### src/design/dds_defines.svh
`ifndef DDS_DEFINES_SVH
`define DDS_DEFINES_SVH

// write bus
`define ADDR_W     32
`define DATA_W     32

// region index sits in bits 30:28, bit 31 is outside the map
`define REGION_LSB 28

// nco
`define PHASE_W    32

// dac sample
`define WAVE_W     8

`define AMP_W      9
`define AMP_UNITY  256 // full scale, da_data == raw sample

`endif

### src/design/bus_pkg.sv
`default_nettype none

package bus_pkg;

	// one slave per 256 MB region
	typedef enum logic [2:0] {
		region_ddr,
		region_jtag,
		region_update,
		region_i2c,
		region_dds,
		region_spare5,
		region_spare6,
		region_spare7
	} region_t;

	// axi style write response codes
	typedef enum logic [1:0] {
		resp_okay   = 2'd0,
		resp_slverr = 2'd2, // no device or bad offset
		resp_decerr = 2'd3  // above the map
	} resp_t;

endpackage

`default_nettype wire

### src/design/dds_pkg.sv
`default_nettype none

package dds_pkg;

	// selected by address bits 3:2
	typedef enum logic [1:0] {
		reg_ctrl,
		reg_freq,
		reg_phase,
		reg_amp
	} dds_reg_t;

	typedef enum logic [1:0] {
		wave_square,
		wave_triangle,
		wave_saw,
		wave_rsvd // outputs 0
	} wave_t;

endpackage

`default_nettype wire

### src/design/addr_decoder.sv
`default_nettype none
`timescale 1ns/100ps
`include "dds_defines.svh"

module addr_decoder (
	input  wire logic               clk,
	input  wire logic               rst_n,
	input  wire logic               wr_en,
	input  wire logic [`ADDR_W-1:0] wr_addr,
	input  wire logic [`DATA_W-1:0] wr_data,
	output logic                    resp_valid,
	output bus_pkg::resp_t          resp,
	output logic                    dds_wr,
	output dds_pkg::dds_reg_t       dds_sel,
	output logic [`DATA_W-1:0]      dds_data
);
	import bus_pkg::*;
	import dds_pkg::*;

	logic                   top_bit;
	region_t                region;
	logic [`REGION_LSB-1:0] offset;
	resp_t                  resp_next;
	logic                   dds_hit;

	assign top_bit = wr_addr[`ADDR_W-1];
	assign region  = region_t'(wr_addr[`ADDR_W-2:`REGION_LSB]);
	assign offset  = wr_addr[`REGION_LSB-1:0];

	always_comb begin
		dds_hit = 1'b0;
		if (top_bit) begin
			resp_next = resp_decerr;
		end else if (region != region_dds) begin
			resp_next = resp_slverr; // dropped slaves still decode
		end else if (|offset[`REGION_LSB-1:4] || |offset[1:0]) begin
			resp_next = resp_slverr; // past 0xC or unaligned
		end else begin
			resp_next = resp_okay;
			dds_hit   = 1'b1;
		end
	end

	always_ff @(posedge clk or negedge rst_n) begin
		if (!rst_n) begin
			resp_valid <= 1'b0;
			resp       <= resp_okay;
			dds_wr     <= 1'b0;
			dds_sel    <= reg_ctrl;
			dds_data   <= '0;
		end else begin
			resp_valid <= wr_en;
			dds_wr     <= wr_en && dds_hit;
			if (wr_en)
				resp <= resp_next;
			if (wr_en && dds_hit) begin
				dds_sel  <= dds_reg_t'(offset[3:2]);
				dds_data <= wr_data;
			end
		end
	end

	// register write forwarded only alongside an okay response
	a_okay_forwards: assert property (
		@(posedge clk) disable iff (!rst_n) dds_wr == (resp_valid && resp == resp_okay)
	);

endmodule

`default_nettype wire

### src/design/dds_bus_top.sv
`default_nettype none
`timescale 1ns/100ps
`include "dds_defines.svh"

module dds_bus_top (
	input  wire logic               clk,
	input  wire logic               rst_n,
	input  wire logic               wr_en,
	input  wire logic [`ADDR_W-1:0] wr_addr,
	input  wire logic [`DATA_W-1:0] wr_data,
	output logic                    resp_valid,
	output bus_pkg::resp_t          resp,
	output logic [`WAVE_W-1:0]      da_data
);
	import dds_pkg::*;

	logic                dds_wr;
	dds_reg_t            dds_sel;
	logic [`DATA_W-1:0]  dds_data;
	logic                enable;
	wave_t               wave_sel;
	logic [`PHASE_W-1:0] freq;
	logic [`PHASE_W-1:0] phase_off;
	logic [`AMP_W-1:0]   amp;
	logic [`WAVE_W-1:0]  phase;

	addr_decoder u_addr_decoder (
		.clk        (clk),
		.rst_n      (rst_n),
		.wr_en      (wr_en),
		.wr_addr    (wr_addr),
		.wr_data    (wr_data),
		.resp_valid (resp_valid),
		.resp       (resp),
		.dds_wr     (dds_wr),
		.dds_sel    (dds_sel),
		.dds_data   (dds_data)
	);

	dds_regs u_dds_regs (
		.clk       (clk),
		.rst_n     (rst_n),
		.dds_wr    (dds_wr),
		.dds_sel   (dds_sel),
		.dds_data  (dds_data),
		.enable    (enable),
		.wave_sel  (wave_sel),
		.freq      (freq),
		.phase_off (phase_off),
		.amp       (amp)
	);

	phase_accum u_phase_accum (
		.clk       (clk),
		.rst_n     (rst_n),
		.enable    (enable),
		.freq      (freq),
		.phase_off (phase_off),
		.phase     (phase)
	);

	wave_shaper u_wave_shaper (
		.clk      (clk),
		.rst_n    (rst_n),
		.phase    (phase),
		.wave_sel (wave_sel),
		.amp      (amp),
		.da_data  (da_data)
	);

endmodule

`default_nettype wire

### src/design/dds_regs.sv
`default_nettype none
`timescale 1ns/100ps
`include "dds_defines.svh"

module dds_regs (
	input  wire logic                clk,
	input  wire logic                rst_n,
	input  wire logic                dds_wr,
	input  wire dds_pkg::dds_reg_t   dds_sel,
	input  wire logic [`DATA_W-1:0]  dds_data,
	output logic                     enable,
	output dds_pkg::wave_t           wave_sel,
	output logic [`PHASE_W-1:0]      freq,
	output logic [`PHASE_W-1:0]      phase_off,
	output logic [`AMP_W-1:0]        amp
);
	import dds_pkg::*;

	logic [`AMP_W-1:0] amp_sat;

	// anything past unity clips to full scale
	assign amp_sat = (dds_data > `AMP_UNITY) ? `AMP_W'(`AMP_UNITY)
	                                         : dds_data[`AMP_W-1:0];

	always_ff @(posedge clk or negedge rst_n) begin
		if (!rst_n) begin
			enable    <= 1'b0;
			wave_sel  <= wave_square;
			freq      <= '0;
			phase_off <= '0;
			amp       <= '0;
		end else if (dds_wr) begin
			case (dds_sel)
				reg_ctrl: begin
					enable   <= dds_data[0];
					wave_sel <= wave_t'(dds_data[2:1]);
				end
				reg_freq: begin
					freq <= dds_data[`PHASE_W-1:0];
				end
				reg_phase: begin
					phase_off <= dds_data[`PHASE_W-1:0];
				end
				reg_amp: begin
					amp <= amp_sat;
				end
			endcase
		end
	end

	a_amp_saturated: assert property (
		@(posedge clk) disable iff (!rst_n) amp <= `AMP_UNITY
	);

endmodule

`default_nettype wire

### src/design/phase_accum.sv
`default_nettype none
`timescale 1ns/100ps
`include "dds_defines.svh"

module phase_accum (
	input  wire logic                clk,
	input  wire logic                rst_n,
	input  wire logic                enable,
	input  wire logic [`PHASE_W-1:0] freq,
	input  wire logic [`PHASE_W-1:0] phase_off,
	output logic [`WAVE_W-1:0]       phase
);

	logic [`PHASE_W-1:0] acc;
	logic [`PHASE_W-1:0] sum;

	// offset applied after the accumulator so it shifts phase directly
	assign sum = acc + phase_off;

	always_ff @(posedge clk or negedge rst_n) begin
		if (!rst_n) begin
			acc <= '0;
		end else if (enable) begin
			acc <= acc + freq; // wraps mod 2^32
		end else begin
			acc <= '0; // held at zero while stopped
		end
	end

	always_ff @(posedge clk or negedge rst_n) begin
		if (!rst_n) begin
			phase <= '0;
		end else begin
			phase <= sum[`PHASE_W-1 -: `WAVE_W]; // top byte only
		end
	end

endmodule

`default_nettype wire

### src/design/wave_shaper.sv
`default_nettype none
`timescale 1ns/100ps
`include "dds_defines.svh"

module wave_shaper (
	input  wire logic               clk,
	input  wire logic               rst_n,
	input  wire logic [`WAVE_W-1:0] phase,
	input  wire dds_pkg::wave_t     wave_sel,
	input  wire logic [`AMP_W-1:0]  amp,
	output logic [`WAVE_W-1:0]      da_data
);
	import dds_pkg::*;

	logic [`WAVE_W-1:0]   shaped;
	logic [`WAVE_W-1:0]   raw;
	logic [2*`WAVE_W-1:0] scaled;

	always_comb begin
		case (wave_sel)
			wave_square: begin
				shaped = phase[`WAVE_W-1] ? '0 : '1;
			end
			wave_triangle: begin
				// second half folds back, 2*(255-p) == ~p << 1
				if (phase[`WAVE_W-1])
					shaped = {~phase[`WAVE_W-2:0], 1'b0};
				else
					shaped = {phase[`WAVE_W-2:0], 1'b0};
			end
			wave_saw: begin
				shaped = phase;
			end
			default: begin
				shaped = '0;
			end
		endcase
	end

	// max 255 * 256 fits 16 bits
	assign scaled = raw * amp;

	always_ff @(posedge clk or negedge rst_n) begin
		if (!rst_n) begin
			raw     <= '0;
			da_data <= '0;
		end else begin
			raw     <= shaped;                       // stage 1
			da_data <= scaled[2*`WAVE_W-1:`WAVE_W]; // stage 2, >> 8
		end
	end

	// reserved selection reaches the dac as zero
	a_rsvd_is_zero: assert property (
		@(posedge clk) disable iff (!rst_n) wave_sel == wave_rsvd |-> ##2 da_data == '0
	);

endmodule

`default_nettype wire

### config.mk
export PLATFORM = sky130hd
export DESIGN_NAME = dds_bus_top
export DESIGN_NICKNAME = d
export VERILOG_FILES = /design/src/design/bus_pkg.sv /design/src/design/dds_pkg.sv /design/src/design/addr_decoder.sv /design/src/design/dds_bus_top.sv /design/src/design/dds_regs.sv /design/src/design/phase_accum.sv /design/src/design/wave_shaper.sv
export VERILOG_INCLUDE_DIRS = /design/src /design/src/design
export SDC_FILE = /design/constraint.sdc
export NUM_CORES = 1
export LEC_CHECK = 0
export BUFFER_PORTS_ARGS = -buffer_cell sky130_fd_sc_hd__buf_4
export CAP_MARGIN = 20
export CORE_AREA = 8 8 197 246
export CTS_CLUSTER_DIAMETER = 60
export DETAILED_ROUTE_END_ITERATION = 6
export DIE_AREA = 0 0 205 254
export PLACE_DENSITY = 0.45
export SYNTH_ARGS = -nofsm -noshare
export SYNTH_HDL_FRONTEND = slang
export SYNTH_HIERARCHICAL = 1
export SYNTH_SLANG_ARGS = --single-unit
### constraint.sdc
create_clock -name clk -period 4.5 [get_ports clk]
set_clock_uncertainty 0.2 [all_clocks]
set_input_delay 0.45 -clock clk [delete_from_list [all_inputs] [get_ports clk]]
set_output_delay 0.45 -clock clk [all_outputs]
set_load 0.005 [all_outputs]
==> results.ini, run 1 <==
[run_status]
outcome=complete, no violations

[sta]
fmax_ghz=0.229
rsz0062_at_grt=no
slew_headroom_pct=51.4
setup-tns-final_ns=0
setup_viol=0
slew_violations=0
tightestPinTransition_ns=0.727
hold_viol=0
finalCritPeriodShare_pct=97.1
layout_min_cycle_time_ns=4.37

[global_route]
use_met2_pct=19.9
grt_max_degree=74
track_usage_pct=10.9
grtUsageMet1_pct=12.3
overflow=0
grt_use_met3_pct=1.81
busiest_layer=met2
antenna_found_initial=0
grt_pass1_vias=8228
grt_pass1_wl_mm=44.4

[drt]
antenna_left=0
wire_per_inst_um=16.0
drt-total-wl_mm=27.5
vias=7680
drtIter0Drc=288
vias_per_cell=4.49
route.detailed.drc=0
drtPass1Iterations=4

[die]
dieArea_mm2=0.0521
num_rows=87
core_mm2=0.0446
fp.dieW_um=205
die_h_um=254
start_util_pct=24.7
io-pin-count=78

[clock_network]
clockBufferDepth=2
cts_sinks=170
cts_tree=done
root_buffer=clkbuf_16
clock_latency_ns=0.44
path_clk_slew_ns=0.07
cts_buffers=17
cts_max_level=4

[cells_and_area]
final_cell_mix=167 x dfrtp_1, 106 x buf_4, 89 x ha_1, 74 x inv_1, 71 x nand2_1
diodes=0
layout_commonest_cell=dfrtp_1
area_growth_pct=18.2
layout-drive-gt1-share_pct=24.3
nNetsFinal=1324
fin_area_mm2=0.0131

[setup_path]
cp_data_required_time_ns=4.62
timing.rr.start=u_wave_shaper/raw[3]
r2r_slack_ns=0.13
reg2reg_depth=13
cp_slowest_cell=fa_1
reg2reg_to=u_wave_shaper/da_data[7]
path_class=flop to flop
cp.arrival_ns=4.49
worst-path-max-fanout=5
cp-end-kind=flop
cpPeakStageDelay_ns=0.52
cpMostUsedCell=fa_1
worstSetupStartpointType=flop
cp_cell_sequence=and2_4, fa_1, fa_1, fa_1, inv_1, fa_1, inv_1, ha_4, o21a_1, nor2b_2, or4_4, o22ai_2, xnor2_1

[power]
intPower_w=0.00233
p_leak_nw=6.45
pwr-share-seq_pct=50.9
peakVddDrop_v=0.000265
power_w=0.00300
power_frac_clock_pct=46.1
comb_power_share_pct=3.0
swShare_pct=22.4
power.switching_w=0.000674
power_density_mw_per_mm2=230

[placement]
placed_cell_area_mm2=0.0124
portBuffers=77
place_hpwl_mm=21.5
place_congestion=0.872

[worst_hold_path]
hold_class=primary input to flop
hold_start=wr_addr[2]
hold_depth=2
hold_end=u_addr_decoder/dds_sel[0]

[synthesis]
synth_edf_count=0
synth_top_area_cell=dfrtp_1
yosysTopAreaCellShare_pct=38.5
synthCells=1015
ys_types=71
ys.flop_type=dfrtp_1
syn_nets=1216
ys_ff_latch=170
yosysSeqAreaShare_pct=38.5
yosysWarnings=6
avgSynthCellArea_um2=10.9
synth_area_leaders=dfrtp_1 39%, ha_1 11%, fa_1 7.4%, mux2_2 6.6%, mux2_4 3.8%
async_reset_ff_share_pct=100
syn-cell-area_mm2=0.0110

[job]
maxCapViolCount=0

[per-layer routing]
metal  share of wire, %  wire length [um]
met5                  0                 0
met3                2.3               629
met2                 53             14500
met4                2.7               730
met1                 42             11600
[sequential cells by signal (all words and copies together) (netlist names), 8 cells and up]
name,cells
u_phase_accum/acc,32
u_dds_regs/phase_off,32
u_wave_shaper/raw,8
u_dds_regs/freq,32
u_phase_accum/phase,8
u_dds_regs/amp,9
u_addr_decoder/dds_data,32
u_wave_shaper/da_data,8
[worst max-delay path by stage]
stage                                     endpoint  slack (ns)            startpoint
after floorplan           u_wave_shaper/da_data[7]        0.08     u_dds_regs/amp[1]
after global placement    u_wave_shaper/da_data[7]        0.07     u_dds_regs/amp[5]
after detailed placement  u_wave_shaper/da_data[7]        0.05     u_dds_regs/amp[5]
after CTS                 u_wave_shaper/da_data[7]        0.03     u_dds_regs/amp[5]
after global routing      u_wave_shaper/da_data[3]       0.003  u_wave_shaper/raw[4]
final                     u_wave_shaper/da_data[7]        0.13  u_wave_shaper/raw[3]
[area by class of cell]
| cell class | instances | area, um^2 |
|---|---|---|
| Multi-Input combinational cell | 748 | 6390 |
| Timing Repair Buffer | 112 | 868 |
| Tap cell | 578 | 723 |
| Sequential cell | 170 | 4260 |
| Clock inverter | 10 | 96.3 |
| Clock buffer | 20 | 437 |
| Inverter | 74 | 278 |
| Fill cell | 4655 | 31600 |
[power by group through the flow]
stage                       logic, W  clock network, W  registers [W]
after floorplan           0.00000423                 0        0.00156
after global placement     0.0000915                 0        0.00156
after detailed placement   0.0000921                 0        0.00156
after CTS                  0.0000948           0.00145        0.00153
after global routing        0.000101           0.00149        0.00153
final                      0.0000898           0.00139        0.00153
[logic make-up after synthesis]
family / count (synthesis) / synth area share [%]
AO/OA/AOI/OAI: 208 / 12.2
XOR/XNOR: 42 / 3.33
adder cells (fa/ha/maj): 134 / 18.0
buffers and inverters: 97 / 4.23
flip-flops: 170 / 38.5
multiplexers: 94 / 10.5
AND/OR/NAND/NOR: 270 / 13.2
[cells in the mapped netlist, drive strengths merged (9+ instances only)]
cell type	count
a21oi	61
xor2	21
nand2	72
a21o	25
mux2	93
nand4	16
and2	59
a211oi	11
inv	74
xnor2	21
nand3	13
dfrtp	170
o21ai	50
ha	93
buf	15
o22ai	9
fa	41
nor3	12
nor4	12
nor2	58
[critical path, delay by kind of cell, from the launching register on]
kind	cells	cell delay (ns)
xor+xnor	1	0.09
compound gates	2	0.33
buf+inv	2	0.11
fa+ha+maj	5	2.24
flops	1	0.44
simple gates	3	0.85
[stage by stage]
step | cells | hold WS [ns] | util (%) | worst slack (ns)
floorplan | 1015 | -0.0456 | - | 0.0798
global placement | 1674 | 0.278 | 27.7 | 0.0653
detailed placement | 1674 | 0.286 | 27.7 | 0.0524
CTS | 1707 | 0.00000860 | 29.0 | 0.0269
global route | 1712 | 0.0116 | 29.2 | 0.00306
finish | 1712 | 0.0365 | 29.2 | 0.128
[repair_timing]
action	4_1_cts	5_1_grt
endpoints found under the setup margin	0	6
gates resized for setup	0	18
hold endpoints to repair	63	0
buffers inserted	0	5
hold buffers	3	0
(Power assumes the default switching activity.)
==> run 2, diff against run 1 <==
--- a/config.mk
+++ b/config.mk
@@ -13,6 +13,7 @@
 export DETAILED_ROUTE_END_ITERATION = 6
 export DIE_AREA = 0 0 205 254
 export PLACE_DENSITY = 0.45
+export SETUP_SLACK_MARGIN = 0.4
 export SYNTH_ARGS = -nofsm -noshare
 export SYNTH_HDL_FRONTEND = slang
 export SYNTH_HIERARCHICAL = 1
==> results.ini, run 2 (synthesis gave the netlist of run 1 again) <==
[run_status]
outcome=complete, no violations

[drt]
vias=7843  ; +2.1%
wl_met3_um=590  ; -6.2%
wl_met1_mm=12.2  ; +5.7%
drtIter0Drc=351  ; +22%
drt-total-wl_mm=27.8  ; +1.2%
antenna_left=0  ; unchanged
routed.top_layer=met4
vias_per_cell=4.52  ; +0.65%
drtPass1Iterations=4  ; unchanged
route.detailed.drc=0  ; unchanged
route.met2.wl_mm=14.2  ; -2.4%
wire_per_inst_um=16.0  ; -0.28%

[cells_and_area]
area_growth_pct=22.0
finalNonFillerCells=1737  ; +1.5%
fillers=4633  ; -0.47%
layout_commonest_cell=dfrtp_1
layout-drive-gt1-share_pct=26.9  ; +2.6 points
final_cell_mix=159 x dfrtp_1, 109 x buf_4, 86 x ha_1, 71 x inv_1, 70 x nand2_1
nNetsFinal=1347  ; +1.7%
diodes=0  ; unchanged

[power]
comb_power_share_pct=3.3  ; +0.3 points
swShare_pct=23.4  ; +0.99 points
intPower_w=0.00243  ; +4.2%
p_leak_nw=6.57  ; +1.9%
power.switching_w=0.000743  ; +10%
power_density_mw_per_mm2=236  ; +2.4%
pwr-share-seq_pct=48.2  ; -2.7 points
peakVddDrop_v=0.000277  ; +4.7%
power_frac_clock_pct=48.5  ; +2.4 points

[sta]
tightestPinTransition_ns=0.784  ; +0.0570 ns
slew_violations=0  ; unchanged
hold_viol=0  ; unchanged
setup-tns-final_ns=0  ; unchanged
setup_viol=0  ; unchanged
finalCritPeriodShare_pct=93.2  ; -3.9 points
layout_min_cycle_time_ns=4.19  ; -0.177 ns
rsz0062_at_grt=yes
fmax_ghz=0.238  ; +4.2%
slew_headroom_pct=47.6  ; -3.8 points

[global_route]
grt_max_degree=68  ; -8.1%
overflow=0  ; unchanged
grt_pass1_vias=8566  ; +4.1%
track_usage_pct=11.2  ; +0.27 points
grt_pass1_wl_mm=45.8  ; +3.0%
antenna_found_initial=0  ; unchanged

[setup_path]
cp_cell_sequence=and2_4, fa_1, fa_1, fa_1, inv_1, fa_1, inv_2, ha_4, a211oi_4, nor2b_4, or4_4, o22ai_2, xnor2_1
cpMostUsedCell=fa_1
path_class=flop to flop
cpPeakStageDelay_ns=0.56  ; +0.04 ns
cp.arrival_ns=4.33  ; -0.16 ns
cp-end-kind=flop
worstSetupStartpointType=flop
cp_data_required_time_ns=4.63  ; about the same
worst-path-max-fanout=5  ; unchanged
cp_slowest_cell=fa_1

[worst_hold_path]
hold_class=primary input to flop

[placement]
place_congestion=0.857  ; -1.7%
portBuffers=77  ; unchanged
placedCellCount=1661  ; -0.78%
place_hpwl_mm=21.5  ; -0.14%

[clock_network]
clockBufferDepth=2  ; unchanged
path_clk_slew_ns=0.07  ; about the same
cts_tree=done
cts_buffers=17  ; unchanged
root_buffer=clkbuf_16
cts_max_level=4  ; unchanged
cts_sinks=170  ; unchanged
clock_latency_ns=0.45  ; about the same

[die]
start_util_pct=24.7  ; unchanged
die_h_um=254  ; unchanged
dieArea_mm2=0.0521  ; unchanged
core_mm2=0.0446  ; unchanged
fp.dieW_um=205  ; unchanged
num_rows=87  ; unchanged
io-pin-count=78  ; unchanged

[job]
maxCapViolCount=0  ; unchanged

## run 2: cell types whose count changed in the layout (fill, tap and decap cells not counted), moves of 4 or more
cell | previous run | this run
ha_4 | 3 | 7
fa_1 | 41 | 36
dfrtp_1 | 167 | 159
dfrtp_2 | 3 | 11
dlygate4sd3_1 | 3 | 23
fa_2 | 0 | 5
## run 2: layer usage
layer	up-vias	global-route usage, %
met5	-	0
met4	0	4.79
met3	43	1.89
met2	107	19.5
met1	3853	13.3
li1	3840	-
## run 2: worst paths after layout
check	slack [ns]	end	depth (start not counted)	from
max	0.31	u_wave_shaper/da_data[7]	13	u_wave_shaper/raw[2]
min	0.04	u_addr_decoder/dds_sel[0]	2	wr_addr[2]
max reg2reg	0.31	u_wave_shaper/da_data[7]	13	u_wave_shaper/raw[2]
min reg2reg	0.30	u_dds_regs/phase_off[5]	2	u_dds_regs/phase_off[5]
max in group asynchronous	2.71	u_dds_regs/freq[10]	3	rst_n
min in group asynchronous	0.34	u_wave_shaper/da_data[6]	2	rst_n
## run 2: power by group through the flow
stage | Combinational, W | Clock, W | Sequential [W]
final | 0.000104 | 0.00154 | 0.00153
after global routing | 0.000116 | 0.00166 | 0.00153
after CTS | 0.000108 | 0.00160 | 0.00153
after detailed placement | 0.0000921 | 0 | 0.00156
after global placement | 0.0000913 | 0 | 0.00156
after floorplan | 0.00000423 | 0 | 0.00156
## run 2: what timing repair did
action	CTS	global route
hold buffers	23	0
resized for setup	39	7
endpoints found under the setup margin	7	8
setup buffers	20	1
hold endpoints to repair	86	0
pin swaps	25	11
## run 2: final cells by class
class | instances | area (um^2) | share of cell area (%)
clock inverter | 14 | 159 | 1.18
tap | 578 | 723 | 5.37
sequential | 170 | 4270 | 31.7
timing repair buffer | 135 | 1090 | 8.10
clock buffer | 18 | 439 | 3.26
multi-input combinational | 748 | 6510 | 48.3
inverter | 74 | 278 | 2.06
## run 2: worst max-delay path: cells and delay by family (launching register included)
family | cells | cell delay (ns)
AO/OA/AOI/OAI | 2 | 0.38
XOR/XNOR | 1 | 0.08
adder cells (fa/ha/maj) | 5 | 2.24
buffers and inverters | 2 | 0.10
flip-flops | 1 | 0.45
AND/OR/NAND/NOR | 3 | 0.63
## run 2: per-stage QoR
step | hold WS [ns] | worst slack, ns | utilization, % | cell area (um^2) | power (W)
final | 0.0363 | 0.305 | 30.2 | 13500 | 0.00317
after global routing | 0.00688 | 0.183 | 30.2 | 13500 | 0.00330
after CTS | 0.000759 | 0.287 | 30.1 | 13400 | 0.00324
after detailed placement | 0.285 | 0.121 | 27.6 | 12300 | 0.00165
after global placement | 0.277 | 0.158 | 27.5 | 12300 | 0.00165
after floorplan | -0.0456 | 0.298 | - | 11100 | 0.00156
==> run 3, diff against run 2 <==
--- a/config.mk
+++ b/config.mk
@@ -16,5 +16,4 @@
 export SETUP_SLACK_MARGIN = 0.4
 export SYNTH_ARGS = -nofsm -noshare
 export SYNTH_HDL_FRONTEND = slang
-export SYNTH_HIERARCHICAL = 1
 export SYNTH_SLANG_ARGS = --single-unit
==> results.ini, run 3 <==
[run_status]
outcome=complete, no violations

[cells_and_area]
fillers=4713  ; +1.7%
final_cell_mix=159 x dfrtp_1, 107 x buf_4, 106 x mux2_2, 89 x ha_1, 64 x inv_1
layout_commonest_cell=dfrtp_1
finalNonFillerCells=1732  ; -0.29%
layout-drive-gt1-share_pct=25.5  ; -1.4 points
area_growth_pct=19.8
multi_input_area_mm2=0.00652  ; +0.19%
fin_area_mm2=0.0132  ; -2.0%
diodes=0  ; unchanged
ff_latch_area_mm2=0.00427  ; unchanged
nNetsFinal=1342  ; -0.37%

[clock_network]
cts_buffers=17  ; unchanged
clock_latency_ns=0.45  ; about the same
clockBufferDepth=2  ; unchanged
root_buffer=clkbuf_16
cts_tree=done
path_clk_slew_ns=0.07  ; about the same
cts_sinks=170  ; unchanged
cts_max_level=4  ; unchanged

[setup_path]
r2r_slack_ns=0.26  ; -0.04 ns
cp_data_required_time_ns=4.64  ; about the same
cp-end-kind=flop
cpMostUsedCell=fa_1
worst-path-max-fanout=3  ; -2
cp_slowest_cell=fa_1
path_depth=15  ; +2
cp-endpoint=u_wave_shaper.da_data[7]
critPathTopFamily=adder cells
path_buf_inv=3  ; +1
reg2reg_to=u_wave_shaper.da_data[7]
cp_cell_sequence=buf_6, and2_1, fa_1, fa_1, fa_1, inv_1, fa_1, inv_2, ha_4, a21o_1, a41oi_4, o21ai_2, a21oi_2, o21bai_1, xnor2_1
cp.arrival_ns=4.37  ; +0.04 ns
path_class=flop to flop
timing.rr.start=u_wave_shaper.raw[7]
reg2reg_depth=15  ; +2
cpPeakStageDelay_ns=0.51  ; -0.05 ns
critPathLaunch=u_wave_shaper.raw[7]
worstSetupStartpointType=flop

[die]
fp.dieW_um=205  ; unchanged
io-pin-count=78  ; unchanged
num_rows=87  ; unchanged
start_util_pct=24.7  ; -0.036 points
core_mm2=0.0446  ; unchanged
die_h_um=254  ; unchanged
dieArea_mm2=0.0521  ; unchanged

[global_route]
grt_pass1_vias=8489  ; -0.90%
track_usage_pct=11.3  ; +0.12 points
antenna_found_initial=0  ; unchanged
grt_pass1_wl_mm=46.1  ; +0.71%
grt_max_degree=83  ; +22%
overflow=0  ; unchanged

[synthesis]
ys_ff_latch=170  ; unchanged
synth_xor_area_share_pct=3.58  ; +0.24 points
synthTopCellsByCount=170 x dfrtp_1, 106 x mux2_2, 93 x ha_1, 66 x a21oi_1, 66 x inv_1
synth_top_family_by_area=adder cells
muxShareOfSynthArea_pct=11.1  ; +0.58 points
yosysSeqAreaShare_pct=38.6  ; +0.057 points
synth_edf_count=0  ; unchanged
syn_nets=1234  ; +1.5%
synthSimpleGateAreaFrac_pct=12.2  ; -1.1 points
ys.flop_type=dfrtp_1
avgSynthCellArea_um2=10.7  ; -1.9%
synth_top_area_cell=dfrtp_1
yosysTopAreaCellShare_pct=38.6  ; +0.057 points
syn-cell-area_mm2=0.0110  ; -0.15%
synth_area_leaders=dfrtp_1 39%, mux2_2 11%, ha_1 11%, fa_1 7.4%, and2_1 3.3%
async_reset_ff_share_pct=100  ; unchanged
synthAdderAreaFrac_pct=18.0  ; +0.027 points
synthCells=1033  ; +1.8%
yosysWarnings=0  ; -6
ys_types=65  ; -8.5%
synth_most_common_cell=dfrtp_1
synth_compound_area_share_pct=13.3  ; +1.2 points

[sta]
finalCritPeriodShare_pct=94.2  ; +0.95 points
fmax_ghz=0.236  ; -1.0%
rsz0062_at_grt=yes
setup-tns-final_ns=0  ; unchanged
whs_ns=0.0288  ; -0.00745 ns
slew_headroom_pct=36.2  ; -11 points
slew_violations=0  ; unchanged
setup_viol=0  ; unchanged
hold_viol=0  ; unchanged
tightestPinTransition_ns=0.952  ; +0.168 ns
layout_min_cycle_time_ns=4.24  ; +0.0428 ns

[job]
maxCapViolCount=0  ; unchanged

[drt]
antenna_left=0  ; unchanged
drtPass1Iterations=4  ; unchanged
vias=7989  ; +1.9%
route.detailed.drc=0  ; unchanged
vias_per_cell=4.61  ; +2.2%
wire_per_inst_um=16.6  ; +3.5%
drt-total-wl_mm=28.7  ; +3.2%
drtIter0Drc=244  ; -30%

[power]
power_density_mw_per_mm2=233  ; -1.2%
peakVddDrop_v=0.000274  ; -0.97%
p_leak_nw=6.46  ; -1.8%

[worst_hold_path]
hold_class=primary input to flop

[placement]
portBuffers=77  ; unchanged
place_hpwl_mm=22.5  ; +4.6%
place_congestion=0.820  ; -4.4%
placedCellCount=1677  ; +0.96%
placed_cell_area_mm2=0.0124  ; +0.58%

==> run 3: cell count changes in the layout (fill, tap and decap cells not counted), sizes merged, moves of 5 or more <==
cell | previous run | this run
xnor2 | 21 | 28
o21ai | 50 | 45
nand2 | 72 | 57
inv | 80 | 73
mux2 | 93 | 107
a21oi | 61 | 67
a22o | 0 | 8
dlygate4sd3 | 23 | 3
o31ai | 8 | 0
==> run 3: timing repair <==
item,in CTS,in global routing
cloned,0,0
endpoints found under the hold margin,81,0
setup endpoints to repair,5,6
resized for setup,18,9
pin swaps,5,16
setup buffers,9,11
hold buffers,3,0
==> run 3: final cells by class <==
| type | count | share of cell area (%) |
|---|---|---|
| tap | 578 | 5.48 |
| timing repair buffer | 113 | 6.57 |
| clock buffer | 20 | 3.54 |
| sequential | 170 | 32.3 |
| multi-input combinational | 772 | 49.4 |
| inverter | 67 | 1.91 |
| clock inverter | 12 | 0.787 |
==> run 3: cell families after synthesis <==
| kind of cell | count (synthesis) |
|---|---|
| simple gates | 259 |
| compound gates | 225 |
| flops | 170 |
| xor+xnor | 45 |
| fa+ha+maj | 134 |
| buf+inv | 91 |
| mux | 109 |
==> run 3: power breakdown <==
part / switching [W] / leakage [nW] / internal [W] / total, W
combinational: 0.0000428 / 3.87 / 0.0000430 / 0.0000858
sequential: 0.000000587 / 2.31 / 0.00153 / 0.00153
clock: 0.000692 / 0.278 / 0.000768 / 0.00146
==> run 3: how the worst min path moves through the flow <==
| stage | from | cells past startpoint | slack (ns) | endpoint |
|---|---|---|---|---|
| 2_1_floorplan | rst_n | 0 | -0.05 | u_addr_decoder.dds_data[0] |
| 3_3_place_gp | u_dds_regs.freq[8] | 2 | 0.28 | u_dds_regs.freq[8] |
| 3_5_place_dp | u_dds_regs.freq[8] | 2 | 0.29 | u_dds_regs.freq[8] |
| 4_1_cts | wr_data[6] | 2 | 0.000008 | u_addr_decoder.dds_data[6] |
| 5_1_grt | wr_data[6] | 2 | 0.009 | u_addr_decoder.dds_data[6] |
| 6_report | wr_data[6] | 2 | 0.03 | u_addr_decoder.dds_data[6] |
==> run 3: layer usage <==
| metal | track usage, % | vias up | wire length (um) |
|---|---|---|---|
| met3 | 1.94 | 24 | 726 |
| met5 | 0 | - | 0 |
| met1 | 12.6 | 3965 | 11900 |
| li1 | - | 3905 | - |
| met4 | 3.13 | 0 | 435 |
| met2 | 21.5 | 95 | 15700 |
==> run 3: worst register-to-register path, delay by kind of cell, from the launching register on <==
kind,cells,cell delay (ns)
XOR/XNOR,1,0.12
flip-flops,1,0.41
buffers and inverters,3,0.22
adder cells (fa/ha/maj),5,2.24
AO/OA/AOI/OAI,5,0.75
AND/OR/NAND/NOR,1,0.16
==> run 3: metrics by stage <==
| step | total power, W | utilization (%) | worst slack, ns |
|---|---|---|---|
| floorplan | 0.00156 | - | 0.373 |
| global placement | 0.00165 | 27.7 | 0.108 |
| detailed placement | 0.00165 | 27.7 | 0.0752 |
| CTS | 0.00313 | 29.3 | 0.240 |
| global route | 0.00320 | 29.6 | 0.114 |
| finish | 0.00307 | 29.6 | 0.262 |
